### src/soc_settings.svh
// Bus width, counter sizes, device ids and map sizes of the SoC glue
`ifndef SOC_SETTINGS_SVH
`define SOC_SETTINGS_SVH

// Width of one bus data word
`define ARCHBITSZ 32

// Number of general-purpose pins
`define GPIO_COUNT 16

// Power-on and warm reset down-counter width
`define RST_CNTR_BITSZ 16

// Dim counter of the activity indicator
`define ACTIVITY_CNTR_BITSZ 7

// Bus slaves, the invalid device included
`define SLAVE_COUNT 3

// Device ids reported by the device table
`define DEVTBL_ID 7
`define GPIO_ID 6
`define INVALID_ID 0

// Map sizes in bytes
// Each one is a power of two
`define DEVTBL_MAPSZ 'h1000
`define GPIO_MAPSZ 'h1000
`define INVALID_MAPSZ 'h1000

`endif
### src/soc_pkg.sv
// Shared types of the SoC glue
// Bus words and structs, device table entries, reset states
`include "soc_settings.svh"

package soc_pkg;

	// Plain vectors with a meaning of their own
	typedef logic [`ARCHBITSZ-1:0] arch_word_t;
	typedef logic [`ARCHBITSZ-3:0] pi1_addr_t;
	typedef logic [(`ARCHBITSZ/8)-1:0] pi1_sel_t;
	typedef logic [`GPIO_COUNT-1:0] gpio_word_t;
	typedef logic [1:0] slave_idx_t;

	// Peripheral bus operations
	typedef enum logic [1:0] {
		PI1_NONE = 2'd0,
		PI1_READWRITE = 2'd1,
		PI1_READ = 2'd2,
		PI1_WRITE = 2'd3
	} pi1_op_t;

	// Master to slave request, valid for one cycle
	typedef struct packed {
		pi1_op_t op;
		pi1_addr_t addr;
		arch_word_t data;
		pi1_sel_t sel;
	} pi1_req_t;

	// Slave answer, one cycle after the request
	typedef struct packed {
		arch_word_t data;
		logic rdy;
	} pi1_rsp_t;

	// One device table entry
	typedef struct packed {
		logic [15:0] id;
		logic useintr;
		arch_word_t mapsz;
	} dev_info_t;

	// Reset request bits written by software
	typedef struct packed {
		logic rst1;
		logic rst0;
	} sw_reset_t;

	typedef enum logic [1:0] {
		RST_HOLD,
		RST_COUNT,
		RST_RUN,
		RST_OFF
	} reset_state_t;

endpackage

### src/soc_top.sv
// SoC glue top level
// Reset sequencer, bus decoder, device table, GPIO and activity LED
`timescale 1ns/1ps
`include "soc_settings.svh"

module soc_top (
	input  logic                 clk_2x_w,
	input  logic                 rst_p,
	input  logic                 pll_locked_i,
	input  soc_pkg::pi1_req_t    m_req_i,
	output soc_pkg::pi1_rsp_t    m_rsp_o,
	input  soc_pkg::gpio_word_t  gpio_i,
	output soc_pkg::gpio_word_t  gpio_o,
	output logic                 irq_o,
	input  logic                 irq_ack_i,
	output logic                 activity_o,
	output logic                 sys_rst_o
);

	soc_pkg::sw_reset_t sw_reset_w;
	soc_pkg::pi1_req_t [`SLAVE_COUNT-2:0] s_req_w;
	soc_pkg::pi1_rsp_t [`SLAVE_COUNT-2:0] s_rsp_w;

	// Any master op counts as traffic for the LED
	wire req_seen_w = (m_req_i.op != soc_pkg::PI1_NONE);

	soc_reset_ctrl reset_ctrl_i (
		.clk_2x_w     (clk_2x_w),
		.rst_p        (rst_p),
		.pll_locked_i (pll_locked_i),
		.sw_reset_i   (sw_reset_w),
		.sys_rst_o    (sys_rst_o)
	);

	pi1_decoder decoder_i (
		.clk_2x_w  (clk_2x_w),
		.sys_rst_i (sys_rst_o),
		.m_req_i   (m_req_i),
		.m_rsp_o   (m_rsp_o),
		.s_req_o   (s_req_w),
		.s_rsp_i   (s_rsp_w)
	);

	// Slave 0
	dev_table dev_table_i (
		.clk_2x_w   (clk_2x_w),
		.sys_rst_i  (sys_rst_o),
		.req_i      (s_req_w[0]),
		.rsp_o      (s_rsp_w[0]),
		.sw_reset_o (sw_reset_w)
	);

	// Slave 1
	gpio_port gpio_i0 (
		.clk_2x_w  (clk_2x_w),
		.sys_rst_i (sys_rst_o),
		.req_i     (s_req_w[1]),
		.rsp_o     (s_rsp_w[1]),
		.gpio_i    (gpio_i),
		.gpio_o    (gpio_o),
		.irq_o     (irq_o),
		.irq_ack_i (irq_ack_i)
	);

	activity_led activity_i (
		.clk_2x_w   (clk_2x_w),
		.sys_rst_i  (sys_rst_o),
		.req_seen_i (req_seen_w),
		.activity_o (activity_o)
	);

endmodule

### src/activity_led.sv
// Bus activity indicator, stretched and dimmed by a down-counter
`timescale 1ns/1ps
`include "soc_settings.svh"

module activity_led (
	input  logic  clk_2x_w,
	input  logic  sys_rst_i,
	input  logic  req_seen_i,
	output logic  activity_o
);

	logic [`ACTIVITY_CNTR_BITSZ-1:0] cntr_r;
	logic activity_r;

	always_ff @(posedge clk_2x_w) begin
		if (sys_rst_i) begin
			cntr_r <= '0;
			activity_r <= 1'b0;
		end else if (cntr_r != '0) begin
			// Dim period, traffic is ignored
			activity_r <= 1'b0;
			cntr_r <= cntr_r - 1'b1;
		end else if (req_seen_i) begin
			activity_r <= 1'b1;
			cntr_r <= '1;
		end else begin
			activity_r <= 1'b0;
		end
	end

	assign activity_o = activity_r;

endmodule

### src/gpio_port.sv
// GPIO slave with output register, input sampler and change interrupt
`timescale 1ns/1ps
`include "soc_settings.svh"

module gpio_port (
	input  logic                 clk_2x_w,
	input  logic                 sys_rst_i,
	input  soc_pkg::pi1_req_t    req_i,
	output soc_pkg::pi1_rsp_t    rsp_o,
	input  soc_pkg::gpio_word_t  gpio_i,
	output soc_pkg::gpio_word_t  gpio_o,
	output logic                 irq_o,
	input  logic                 irq_ack_i
);

	localparam int OFS_W = $clog2(`GPIO_MAPSZ) - 2;

	logic [OFS_W-1:0] ofs_w;
	logic rd_w;
	logic wr_w;
	logic change_w;
	soc_pkg::gpio_word_t sample_r;
	soc_pkg::gpio_word_t prev_r;
	soc_pkg::gpio_word_t out_r;
	logic irq_r;
	soc_pkg::arch_word_t rd_data_w;
	soc_pkg::arch_word_t data_r;
	logic rdy_r;

	assign ofs_w = req_i.addr[OFS_W-1:0];
	assign rd_w = (req_i.op == soc_pkg::PI1_READ) || (req_i.op == soc_pkg::PI1_READWRITE);
	assign wr_w = (req_i.op == soc_pkg::PI1_WRITE) || (req_i.op == soc_pkg::PI1_READWRITE);
	assign change_w = (sample_r != prev_r);

	// Word 0 is the input sample, word 1 the output register
	always_comb begin
		rd_data_w = '0;
		if (ofs_w == OFS_W'(0)) begin
			rd_data_w = soc_pkg::arch_word_t'(sample_r);
		end else if (ofs_w == OFS_W'(1)) begin
			rd_data_w = soc_pkg::arch_word_t'(out_r);
		end
	end

	always_ff @(posedge clk_2x_w) begin
		if (rd_w) begin
			data_r <= rd_data_w;
		end
	end

	always_ff @(posedge clk_2x_w) begin
		if (sys_rst_i) begin
			// Both stages load the pins so release raises no interrupt
			sample_r <= gpio_i;
			prev_r <= gpio_i;
			out_r <= '0;
			irq_r <= 1'b0;
			rdy_r <= 1'b0;
		end else begin
			sample_r <= gpio_i;
			prev_r <= sample_r;
			rdy_r <= (req_i.op != soc_pkg::PI1_NONE);
			if (change_w) begin
				irq_r <= 1'b1;
			end else if (irq_ack_i) begin
				irq_r <= 1'b0;
			end
			if (wr_w && (ofs_w == OFS_W'(1))) begin
				for (int i = 0; i < `GPIO_COUNT; i++) begin
					if (req_i.sel[i / 8]) begin
						out_r[i] <= req_i.data[i];
					end
				end
			end
		end
	end

	assign rsp_o.data = data_r;
	assign rsp_o.rdy = rdy_r;
	assign gpio_o = out_r;
	assign irq_o = irq_r;

endmodule

### src/dev_table.sv
// Device table slave with the software reset request register
`timescale 1ns/1ps
`include "soc_settings.svh"

module dev_table (
	input  logic                clk_2x_w,
	input  logic                sys_rst_i,
	input  soc_pkg::pi1_req_t   req_i,
	output soc_pkg::pi1_rsp_t   rsp_o,
	output soc_pkg::sw_reset_t  sw_reset_o
);

	localparam int OFS_W = $clog2(`DEVTBL_MAPSZ) - 2;

	typedef logic [OFS_W-1:0] ofs_t;

	// Entries in slave index order
	localparam soc_pkg::dev_info_t DEV_INFO [`SLAVE_COUNT] = '{
		'{id: 16'(`DEVTBL_ID), useintr: 1'b0, mapsz: soc_pkg::arch_word_t'(`DEVTBL_MAPSZ)},
		'{id: 16'(`GPIO_ID), useintr: 1'b1, mapsz: soc_pkg::arch_word_t'(`GPIO_MAPSZ)},
		'{id: 16'(`INVALID_ID), useintr: 1'b0, mapsz: soc_pkg::arch_word_t'(`INVALID_MAPSZ)}
	};

	ofs_t ofs_w;
	logic rd_w;
	logic wr_w;
	soc_pkg::arch_word_t rd_data_w;
	soc_pkg::arch_word_t data_r;
	logic rdy_r;
	soc_pkg::sw_reset_t sw_reset_r;

	assign ofs_w = req_i.addr[OFS_W-1:0];
	assign rd_w = (req_i.op == soc_pkg::PI1_READ) || (req_i.op == soc_pkg::PI1_READWRITE);
	assign wr_w = (req_i.op == soc_pkg::PI1_WRITE) || (req_i.op == soc_pkg::PI1_READWRITE);

	// Word 0 is the count, then id and map size per slave
	always_comb begin
		rd_data_w = '0;
		if (ofs_w == '0) begin
			rd_data_w = soc_pkg::arch_word_t'(`SLAVE_COUNT);
		end
		for (int k = 0; k < `SLAVE_COUNT; k++) begin
			if (ofs_w == ofs_t'(1 + 2 * k)) begin
				rd_data_w[15:0] = DEV_INFO[k].id;
				rd_data_w[`ARCHBITSZ-1] = DEV_INFO[k].useintr;
			end
			if (ofs_w == ofs_t'(2 + 2 * k)) begin
				rd_data_w = DEV_INFO[k].mapsz;
			end
		end
	end

	always_ff @(posedge clk_2x_w) begin
		if (rd_w) begin
			data_r <= rd_data_w;
		end
	end

	always_ff @(posedge clk_2x_w) begin
		if (sys_rst_i) begin
			rdy_r <= 1'b0;
			sw_reset_r <= '0;
		end else begin
			rdy_r <= (req_i.op != soc_pkg::PI1_NONE);
			// Reset requests last a single cycle
			sw_reset_r <= '0;
			if (wr_w && (ofs_w == '0) && req_i.sel[0]) begin
				sw_reset_r.rst0 <= req_i.data[0];
				sw_reset_r.rst1 <= req_i.data[1];
			end
		end
	end

	assign rsp_o.data = data_r;
	assign rsp_o.rdy = rdy_r;
	assign sw_reset_o = sw_reset_r;

endmodule

### src/pi1_decoder.sv
// Peripheral bus address decoder with response mux and invalid device
`timescale 1ns/1ps
`include "soc_settings.svh"

module pi1_decoder (
	input  logic                                  clk_2x_w,
	input  logic                                  sys_rst_i,
	input  soc_pkg::pi1_req_t                     m_req_i,
	output soc_pkg::pi1_rsp_t                     m_rsp_o,
	output soc_pkg::pi1_req_t [`SLAVE_COUNT-2:0]  s_req_o,
	input  soc_pkg::pi1_rsp_t [`SLAVE_COUNT-2:0]  s_rsp_i
);

	// The invalid device takes the last slave index
	localparam soc_pkg::slave_idx_t SLV_DEVTBL = 2'd0;
	localparam soc_pkg::slave_idx_t SLV_GPIO = 2'd1;
	localparam soc_pkg::slave_idx_t SLV_INVALID = soc_pkg::slave_idx_t'(`SLAVE_COUNT - 1);

	// Word address bounds, map starts at 0 with the device table
	localparam soc_pkg::pi1_addr_t GPIO_BASE = soc_pkg::pi1_addr_t'(`DEVTBL_MAPSZ >> 2);
	localparam soc_pkg::pi1_addr_t GPIO_END =
		soc_pkg::pi1_addr_t'((`DEVTBL_MAPSZ + `GPIO_MAPSZ) >> 2);

	soc_pkg::slave_idx_t hit_idx_w;
	soc_pkg::slave_idx_t sel_idx_r;
	logic req_valid_w;
	logic inv_rdy_r;

	assign req_valid_w = (m_req_i.op != soc_pkg::PI1_NONE);

	always_comb begin
		if (m_req_i.addr < GPIO_BASE) begin
			hit_idx_w = SLV_DEVTBL;
		end else if (m_req_i.addr < GPIO_END) begin
			hit_idx_w = SLV_GPIO;
		end else begin
			hit_idx_w = SLV_INVALID;
		end
	end

	// All slaves see the request, only the hit one gets the op
	always_comb begin
		for (int k = 0; k < `SLAVE_COUNT - 1; k++) begin
			s_req_o[k] = m_req_i;
			if (hit_idx_w != soc_pkg::slave_idx_t'(k)) begin
				s_req_o[k].op = soc_pkg::PI1_NONE;
			end
		end
	end

	always_ff @(posedge clk_2x_w) begin
		if (sys_rst_i) begin
			sel_idx_r <= SLV_INVALID;
			inv_rdy_r <= 1'b0;
		end else begin
			// Invalid device answers every unmapped access
			inv_rdy_r <= req_valid_w && (hit_idx_w == SLV_INVALID);
			if (req_valid_w) begin
				sel_idx_r <= hit_idx_w;
			end
		end
	end

	// Pick the reply of the slave addressed last cycle
	always_comb begin
		case (sel_idx_r)
			SLV_DEVTBL: begin
				m_rsp_o = s_rsp_i[0];
			end
			SLV_GPIO: begin
				m_rsp_o = s_rsp_i[1];
			end
			default: begin
				m_rsp_o.data = '0;
				m_rsp_o.rdy = inv_rdy_r;
			end
		endcase
	end

endmodule

### src/soc_reset_ctrl.sv
// Reset sequencer with PLL lock gating, down-counter and power-off latch
`timescale 1ns/1ps
`include "soc_settings.svh"

module soc_reset_ctrl (
	input  logic                clk_2x_w,
	input  logic                rst_p,
	input  logic                pll_locked_i,
	input  soc_pkg::sw_reset_t  sw_reset_i,
	output logic                sys_rst_o
);

	soc_pkg::reset_state_t state_r;
	logic [`RST_CNTR_BITSZ-1:0] cntr_r;
	logic sw_cold_w;
	logic sw_warm_w;
	logic sw_pwroff_w;

	// Software request decode
	assign sw_cold_w = sw_reset_i.rst0 && sw_reset_i.rst1;
	assign sw_warm_w = !sw_reset_i.rst0 && sw_reset_i.rst1;
	assign sw_pwroff_w = sw_reset_i.rst0 && !sw_reset_i.rst1;

	always_ff @(posedge clk_2x_w) begin
		if (rst_p) begin
			state_r <= soc_pkg::RST_HOLD;
			cntr_r <= '1;
		end else if (state_r == soc_pkg::RST_OFF) begin
			// Only rst_p brings the system back from power-off
			state_r <= soc_pkg::RST_OFF;
		end else if (!pll_locked_i) begin
			state_r <= soc_pkg::RST_HOLD;
			cntr_r <= '1;
		end else if (sw_pwroff_w) begin
			state_r <= soc_pkg::RST_OFF;
		end else if (sw_cold_w || sw_warm_w) begin
			// Cold reset restarts the count just like warm reset
			state_r <= soc_pkg::RST_COUNT;
			cntr_r <= '1;
		end else begin
			case (state_r)
				soc_pkg::RST_HOLD: begin
					state_r <= soc_pkg::RST_COUNT;
				end
				soc_pkg::RST_COUNT: begin
					if (cntr_r == '0) begin
						state_r <= soc_pkg::RST_RUN;
					end else begin
						cntr_r <= cntr_r - 1'b1;
					end
				end
				default: begin
					state_r <= state_r;
				end
			endcase
		end
	end

	// Raw conditions act at once, the state machine covers the rest
	assign sys_rst_o = rst_p || !pll_locked_i || (state_r != soc_pkg::RST_RUN);

endmodule

### config.mk
export PLATFORM = sky130hd
export DESIGN_NAME = soc_top
export DESIGN_NICKNAME = d
export VERILOG_FILES = /design/src/soc_pkg.sv /design/src/soc_top.sv /design/src/activity_led.sv /design/src/gpio_port.sv /design/src/dev_table.sv /design/src/pi1_decoder.sv /design/src/soc_reset_ctrl.sv
export VERILOG_INCLUDE_DIRS = /design/src /design/src/src
export SDC_FILE = /design/constraint.sdc
export NUM_CORES = 1
export LEC_CHECK = 0
export BUFFER_PORTS_ARGS = -buffer_cell sky130_fd_sc_hd__buf_4
export CAP_MARGIN = 30
export CORE_MARGIN = 3
export CORE_UTILIZATION = 55
export DETAILED_ROUTE_END_ITERATION = 6
export PLACE_DENSITY = 0.87
export SLEW_MARGIN = 25
export SYNTH_ARGS = -nofsm -noshare
export SYNTH_HDL_FRONTEND = slang
export SYNTH_SLANG_ARGS = --single-unit
### constraint.sdc
create_clock -name clk_2x_w -period 5.6 [get_ports clk_2x_w]
set_input_delay 0 -clock clk_2x_w [delete_from_list [all_inputs] [get_ports clk_2x_w]]
set_output_delay 0 -clock clk_2x_w [all_outputs]
set_load 0.02 [all_outputs]
==> reports/results.md, run 1 <==
| Metric | Value |
|---|---|
| Share of cells above drive strength 1 | 0.222 |
| Number of placement rows | 32 |
| Number of warnings printed during yosys synthesis | 0 |
| Nets | 712 |
| Internal power of the cells | 1010 µW |
| Critical setup path kind | flop to flop |
| Hold Fails Final Rpt | 0 |
| Final number of setup-violating endpoints | 0 |
| Power share of the clock group | 0.349 |
| Number of detailed-routing iterations run before antenna repair | 5 |
| Gr ovfl total | 0 |
| Remaining design rule violation count | 0 |
| Post-Synthesis Cells | 479 |
| Worst Path Max Fanout | 8 |
| Power share of the sequential group | 0.568 |
| Critical register-to-register path endpoint | reset_ctrl_i.cntr_r[1] |
| Number of input and output port buffers inserted | 106 |
| Final WL | 12.8 mm |
| Data arrival, critical path | 2640 ps |
| Minimum clock period after layout | 2360 ps |
| Top-Level Pins | 140 |
| Number of antenna violations at the first check in global routing | 0 |
| Post-route worst setup slack | 3240 ps |
| Sinks on the clock net | 103 |
| Post-synth top flop | dfxtp_1 |
| Area growth from synthesis to layout | 32.3% |
| Actual transition at the worst max-transition pin | 831 ps |
| Detailed-route via count | 4266 |
| Max Slew Vio Count | 0 |
| Critical path startpoint category | flop |
| Setup skew after layout | 11.3 ps |
| Routed vias/inst | 5.87 |
| Cell area after synthesis | 4530 µm² |
| NetSw | 354 µW |
| Max Root-Sink Buffers | 2 |
| Fraction of registers with async set or reset after synthesis | 0 |
| Hold Path Class | primary input to flop |
| Die outline area | 9360 µm² |
| Number of storage elements in the synthesis netlist | 103 |
| Most used cells in the layout excluding fill and tap cells | buf_4 (111), dfxtp_1 (82), nand2_1 (64) |
| Maximum number of pins on one net before global-route repair | 47 |
| Net switching share of the total power | 0.259 |
| Maximum clock rate | 0.424 GHz |
| Placement-stage worst setup slack | 2730 ps |
| Placer congestion estimate | 0.832 |
| Antenna viol nets, final | 0 |
| Via count of the first global-routing pass | 4279 |
| Total Negative Setup Slacks | 0 ps |
| Largest vdd supply drop | 0.210 mV |
| R2R Path Start | reset_ctrl_i.cntr_r[0] |
| Share of the clock period used by the worst path | 0.421 |
| Clock latency of the later-clocked register in the worst-skew pair | 380 ps |
| Post-route cell area | 5990 µm² |
| Initial Util | 0.577 |
| Leading cell type in the layout, fill and taps excluded | buf_4 |
| Worst Setup SP | reset_ctrl_i.cntr_r[0] |
| Total setup buffers inserted after CTS | 0 |
| TritonCTS buffer count | 9 |
| Routed length per instance | 17.7 µm |
| Run status | completed |
| Finished Core Util | 0.764 |
| First-pass GRT wire length | 20.9 mm |
| Pwr dens | 228 nW/µm² |
| Relative slew slack | 0.441 |
| Register-to-register setup slack | 3240 ps |
| Power, Total | 1370 µW |
| Number of cells on the worst reg-to-reg path | 6 |
| Violation count after the first detailed-route iteration | 280 |
| CTS tree | done |
| Total placed instance area | 5350 µm² |
| Syn avg cell area | 9.46 µm² |
| Core area | 7850 µm² |
| Chip Height | 96.8 µm |
| Max Cap Violations | 0 |
| HPWL after detailed placement | 8.44 mm |
| Unrepaired setup endpoints after global routing | no |
| End of the critical path | reset_ctrl_i.cntr_r[1] |
| CTS Root Cell | clkbuf_8 |
| Crit path required time | 5880 ps |
| Number of distinct library cells after synthesis | 47 |
| Horiz. Die Dim | 96.8 µm |
| H-tree lvl count | 3 |
| Antenna diodes | 0 |
| Count of flip-flops with a built-in enable after synthesis | 21 |
| Leakage power figure | 0.00238 µW |
| Kind of capture point of the worst setup path | flop |
| Part of the power in combinational logic | 0.082 |
| CTS clk-pin slew, worst paths | 110 ps |
| Total global routing track utilization | 0.274 |
| Proportion of synthesized chip area in sequential cells | 0.502 |
-- timing repair --
item	CTS	global route
endpoints found under the hold margin	59	0
hold buffers	42	0
gates resized for setup	0	0
-- state kept, by name (all words and copies together), names as in the netlist, 5 cells and up --
signal,flops
gpio_i0.data_r,16
gpio_i0.prev_r,16
reset_ctrl_i.cntr_r,16
activity_i.cntr_r,7
gpio_i0.gpio_o,16
gpio_i0.sample_r,16
dev_table_i.data_r,5
-- routing by layer --
metal | GRT usage | up-vias | wire length [µm]
met4 | 0.106 | 0 | 376
met5 | 0 | - | 0
met1 | 0.314 | 2027 | 4900
li1 | - | 2020 | -
met2 | 0.494 | 181 | 6770
met3 | 0.0634 | 38 | 795
-- stage by stage --
step	hold WS, ps	std cells
floorplan	27.7	493
global placement	113	668
detailed placement	115	668
CTS	12.5	726
global route	61.7	727
finish	28.6	727
-- final cells by class --
cell class                 count  area, µm²
clock buffer                   9        124
clock inverter                 7       87.6
fill                         495       1850
inverter                      10       37.5
multi-input combinational    342       2080
sequential                   103       2270
tap                          102        128
timing repair buffer         154       1260
-- synth_stat cells, types with 8 or more instances --
cell / instances / area share
or4_1: 16 / 0.027
nand4_1: 24 / 0.033
xnor2_1: 16 / 0.031
nor2_1: 20 / 0.017
buf_4: 15 / 0.025
o21ai_0: 10 / 0.011
nor4_1: 9 / 0.012
a22o_1: 16 / 0.031
inv_1: 9 / 0.0075
dfxtp_1: 82 / 0.36
nand3_1: 17 / 0.019
edfxtp_1: 21 / 0.14
or3_1: 8 / 0.011
and2_1: 14 / 0.019
o31ai_1: 25 / 0.041
nor3_1: 14 / 0.015
nand2_1: 64 / 0.053
clkbuf_1: 18 / 0.015
a21oi_1: 22 / 0.024
-- cell families after synthesis --
family / count (synthesis) / share of synthesized area
flops: 103 / 0.502
buf+inv: 48 / 0.0530
compound gates: 87 / 0.131
simple gates: 215 / 0.261
other cells: 1 / 0.000828
xor+xnor: 16 / 0.0309
fa+ha+maj: 4 / 0.0110
mux: 5 / 0.0110
-- power by group through the flow --
stage                     clock (µW)  combinational, µW  sequential (µW)
after floorplan                    0               45.8              790
final                            477                113              776
after CTS                        477                109              776
after global routing             512                121              778
after detailed placement           0               87.2              793
after global placement             0               84.2              792
-- worst min path at each step --
| stage | cells after the start | slack (ps) | to | from |
|---|---|---|---|---|
| final | 4 | 30 | gpio_i0.rdy_r | m_req_i[66] |
| after global routing | 4 | 60 | gpio_i0.rdy_r | m_req_i[66] |
| after CTS | 4 | 10 | gpio_i0.rdy_r | m_req_i[66] |
| after detailed placement | 1 | 110 | gpio_i0.sample_r[8] | gpio_i[8] |
| after global placement | 1 | 110 | gpio_i0.sample_r[8] | gpio_i[8] |
| after floorplan | 0 | 30 | gpio_i0.sample_r[0] | gpio_i[0] |
-- worst max-delay path, cell delays in order (launching register included) --
cell and delay, ps:
dfxtp_1 340, inv_1 100, ha_1 200, nor3b_1 630, nand4b_1 420, a211o_1 390, a21o_1 170
(Power assumes the default switching activity.)
==> inputs of run 2 (changes only) <==
--- a/config.mk
+++ b/config.mk
@@ -9,9 +9,9 @@
 export BUFFER_PORTS_ARGS = -buffer_cell sky130_fd_sc_hd__buf_4
 export CAP_MARGIN = 30
 export CORE_MARGIN = 3
-export CORE_UTILIZATION = 55
+export CORE_UTILIZATION = 51
 export DETAILED_ROUTE_END_ITERATION = 6
-export PLACE_DENSITY = 0.87
+export PLACE_DENSITY = 0.82
 export SLEW_MARGIN = 25
 export SYNTH_ARGS = -nofsm -noshare
 export SYNTH_HDL_FRONTEND = slang
==> constraint.sdc (replaced) <==
create_clock -name clk_2x_w -period 2.4 [get_ports clk_2x_w]
set_input_delay 0 -clock clk_2x_w [delete_from_list [all_inputs] [get_ports clk_2x_w]]
set_output_delay 0 -clock clk_2x_w [all_outputs]
set_load 0.02 [all_outputs]
==> run 2 against run 1 <==
Fmax increased by 11%. Wire length down 4.3%. Global-route usage shrank 2.6 points. Sequential share of layout area is 0.41 points lower. Flip-flop and latch count unchanged. Largest cell class unchanged. Highest routed layer unchanged.
==> reports/results.md, run 2 (synthesized netlist as in run 1, its figures left out) <==
| Metric | Value | vs previous |
|---|---|---|
| Run status | completed |  |
| Clock latency of the later-clocked register in the worst-skew pair | 380 ps | about the same |
| CTS tree | done |  |
| H-tree lvl count | 3 | unchanged |
| TritonCTS buffer count | 9 | unchanged |
| Share of cells above drive strength 1 | 0.231 | +0.00825 |
| Max Cap Violations | 0 | unchanged |
| Number of cells in the design after placement | 680 | +1.8% |
| CTS Root Cell | clkbuf_8 |  |
| Critical register-to-register path endpoint | activity_i.cntr_r[3] |  |
| HP Start | m_req_i[46] |  |
| Initial Util | 0.538 | -0.0394 |
| Area growth from synthesis to layout | 33.7% |  |
| Horiz. Die Dim | 100 µm | +3.6% |
| Leading cell type in the layout, fill and taps excluded | buf_4 |  |
| Crit path required time | 2700 ps | -3180 ps |
| Total setup buffers inserted after CTS | 0 | unchanged |
| HPWL after detailed placement | 8.32 mm | -1.4% |
| Max Root-Sink Buffers | 2 | unchanged |
| Number of detailed-routing iterations run before antenna repair | 5 | unchanged |
| Max Slew Vio Count | 0 | unchanged |
| Routed length per instance | 16.7 µm | -5.7% |
| Part of the power in combinational logic | 0.081 | about the same |
| Total Negative Setup Slacks | 0 ps | unchanged |
| Total global routing track utilization | 0.249 | -0.0256 |
| Placer congestion estimate | 0.837 | +0.49% |
| Max incr delay on CP | 510 ps | -120 ps |
| Hold worst-path end | dev_table_i.rdy_r |  |
| Worst Hold Depth | 5 | +1 |
| Violation count after the first detailed-route iteration | 283 | +1.1% |
| Setup skew after layout | 16.6 ps | +5.29 ps |
| Total area of multi-input combinational cells | 2080 µm² | -0.12% |
| Pwr dens | 535 nW/µm² | +130% |
| Layout filler cell count | 585 | +18% |
| Hold Fails Final Rpt | 0 | unchanged |
| Internal power of the cells | 2390 µW | +140% |
| FF/Latch Area | 2270 µm² | unchanged |
| Kind of capture point of the worst setup path | flop |  |
| Largest vdd supply drop | 0.351 mV | +67% |
| Power share of the clock group | 0.360 | +0.011 |
| Slowest stage cell, crit path | or3b_2 |  |
| Maximum clock rate | 0.469 GHz | +11% |
| Maximum number of pins on one net before global-route repair | 47 | unchanged |
| Gr ovfl total | 0 | unchanged |
| Share of the clock period used by the worst path | 0.888 | +0.467 |
| Register-to-register setup slack | 270 ps | -2970 ps |
| Net switching share of the total power | 0.264 | +0.00459 |
| Antenna diodes | 0 | unchanged |
| Remaining design rule violation count | 0 | unchanged |
| First-pass GRT wire length | 19.9 mm | -4.7% |
| Relative slew slack | 0.458 | +0.0160 |
| Core area | 8420 µm² | +7.3% |
| Antenna viol nets, final | 0 | unchanged |
| Final number of setup-violating endpoints | 0 | unchanged |
| Actual transition at the worst max-transition pin | 813 ps | -18.3 ps |
| NetSw | 855 µW | +140% |
| CTS clk-pin slew, worst paths | 120 ps | about the same |
| Critical path startpoint category | flop |  |
| Via count of the first global-routing pass | 4251 | -0.65% |
| Number of input and output port buffers inserted | 106 | unchanged |
| Fin cells | 738 | +1.5% |
| Unrepaired setup endpoints after global routing | no |  |
| Power share of the sequential group | 0.559 | -0.009 |
| Top-Level Pins | 140 | unchanged |
| Cell-by-cell trace of the critical path | inv_1 > ha_1 > or3b_2 > or4_1 > or2_2 > a31oi_1 |  |
| R2R Path Start | activity_i.cntr_r[0] |  |
| Die outline area | 10100 µm² | +7.3% |
| Critical setup path kind | flop to flop |  |
| Detailed-route via count | 4242 | -0.56% |
| Minimum clock period after layout | 2130 ps | -227 ps |
| Data arrival, critical path | 2430 ps | -210 ps |
| Hold Path Class | primary input to flop |  |
| Routed vias/inst | 5.75 | -2.0% |
| Number of placement rows | 33 | +3.1% |
| Most used cells in the layout excluding fill and tap cells | buf_4 (120), dfxtp_1 (82), nand2_1 (64) |  |
| Number of antenna violations at the first check in global routing | 0 | unchanged |
| Nets | 720 | +1.1% |
| Number of cells on the worst reg-to-reg path | 6 | unchanged |
| Worst Path Max Fanout | 5 | -3 |
| Chip Height | 100 µm | +3.6% |
| Sinks on the clock net | 103 | unchanged |
| Leakage power figure | 0.00242 µW | +2.0% |
| Final WL | 12.3 mm | -4.3% |
==> run 2: power groups by stage <==
stage               registers, µW  logic, µW  clock network [µW]
finish                       1810        262                1170
global route                 1820        286                1270
CTS                          1810        257                1180
detailed placement           1850        204                   0
global placement             1850        199                   0
floorplan                    1840        107                   0
==> run 2: area by class of cell <==
type | count | area share
Timing Repair Buffer | 162 | 0.218
Clock buffer | 9 | 0.0204
Multi-Input combinational cell | 342 | 0.343
Sequential cell | 103 | 0.375
Inverter | 10 | 0.00619
Tap cell | 105 | 0.0217
Clock inverter | 7 | 0.0159
==> run 2: layer usage <==
layer / wire length [µm] / GRT usage / share of wire / up-vias
li1: - / - / - / 2028
met1: 4680 / 0.285 / 0.38 / 1985
met2: 6410 / 0.451 / 0.52 / 206
met3: 953 / 0.0660 / 0.077 / 23
met4: 253 / 0.0767 / 0.021 / 0
met5: 0 / 0 / 0 / -
==> run 2: critical path: cells and delay by family (launching register included) <==
family / cells / cell delay [ps]
simple gates: 3 / 1360
compound gates: 1 / 120
buf+inv: 1 / 60
flops: 1 / 350
fa+ha+maj: 1 / 160
==> run 2: how the worst max path moves through the flow <==
stage                                   end                   start  depth (start not counted)
CTS                    activity_i.cntr_r[3]    activity_i.cntr_r[0]                          6
global placement       activity_i.cntr_r[3]    activity_i.cntr_r[0]                          6
floorplan                 gpio_i0.data_r[0]             m_req_i[59]                          7
detailed placement     activity_i.cntr_r[3]    activity_i.cntr_r[0]                          6
finish                 activity_i.cntr_r[3]    activity_i.cntr_r[0]                          6
global route        reset_ctrl_i.cntr_r[15]  reset_ctrl_i.cntr_r[4]                          4
==> run 2: timing repair <==
action / CTS / global route
gates resized for setup: 0 / 0
hold endpoints to repair: 59 / 0
hold buffers: 42 / 0
==> run 2: per-stage QoR <==
stage	total power, µW	setup WS, ps	cell area [µm²]	util	hold WS (ps)
after floorplan	1950	352	4580	-	27.7
after global placement	2050	360	5420	0.643	114
after detailed placement	2050	304	5420	0.643	115
after CTS	3250	275	6060	0.719	23.8
after global routing	3370	102	6060	0.719	45.3
final	3240	269	6060	0.719	31.8
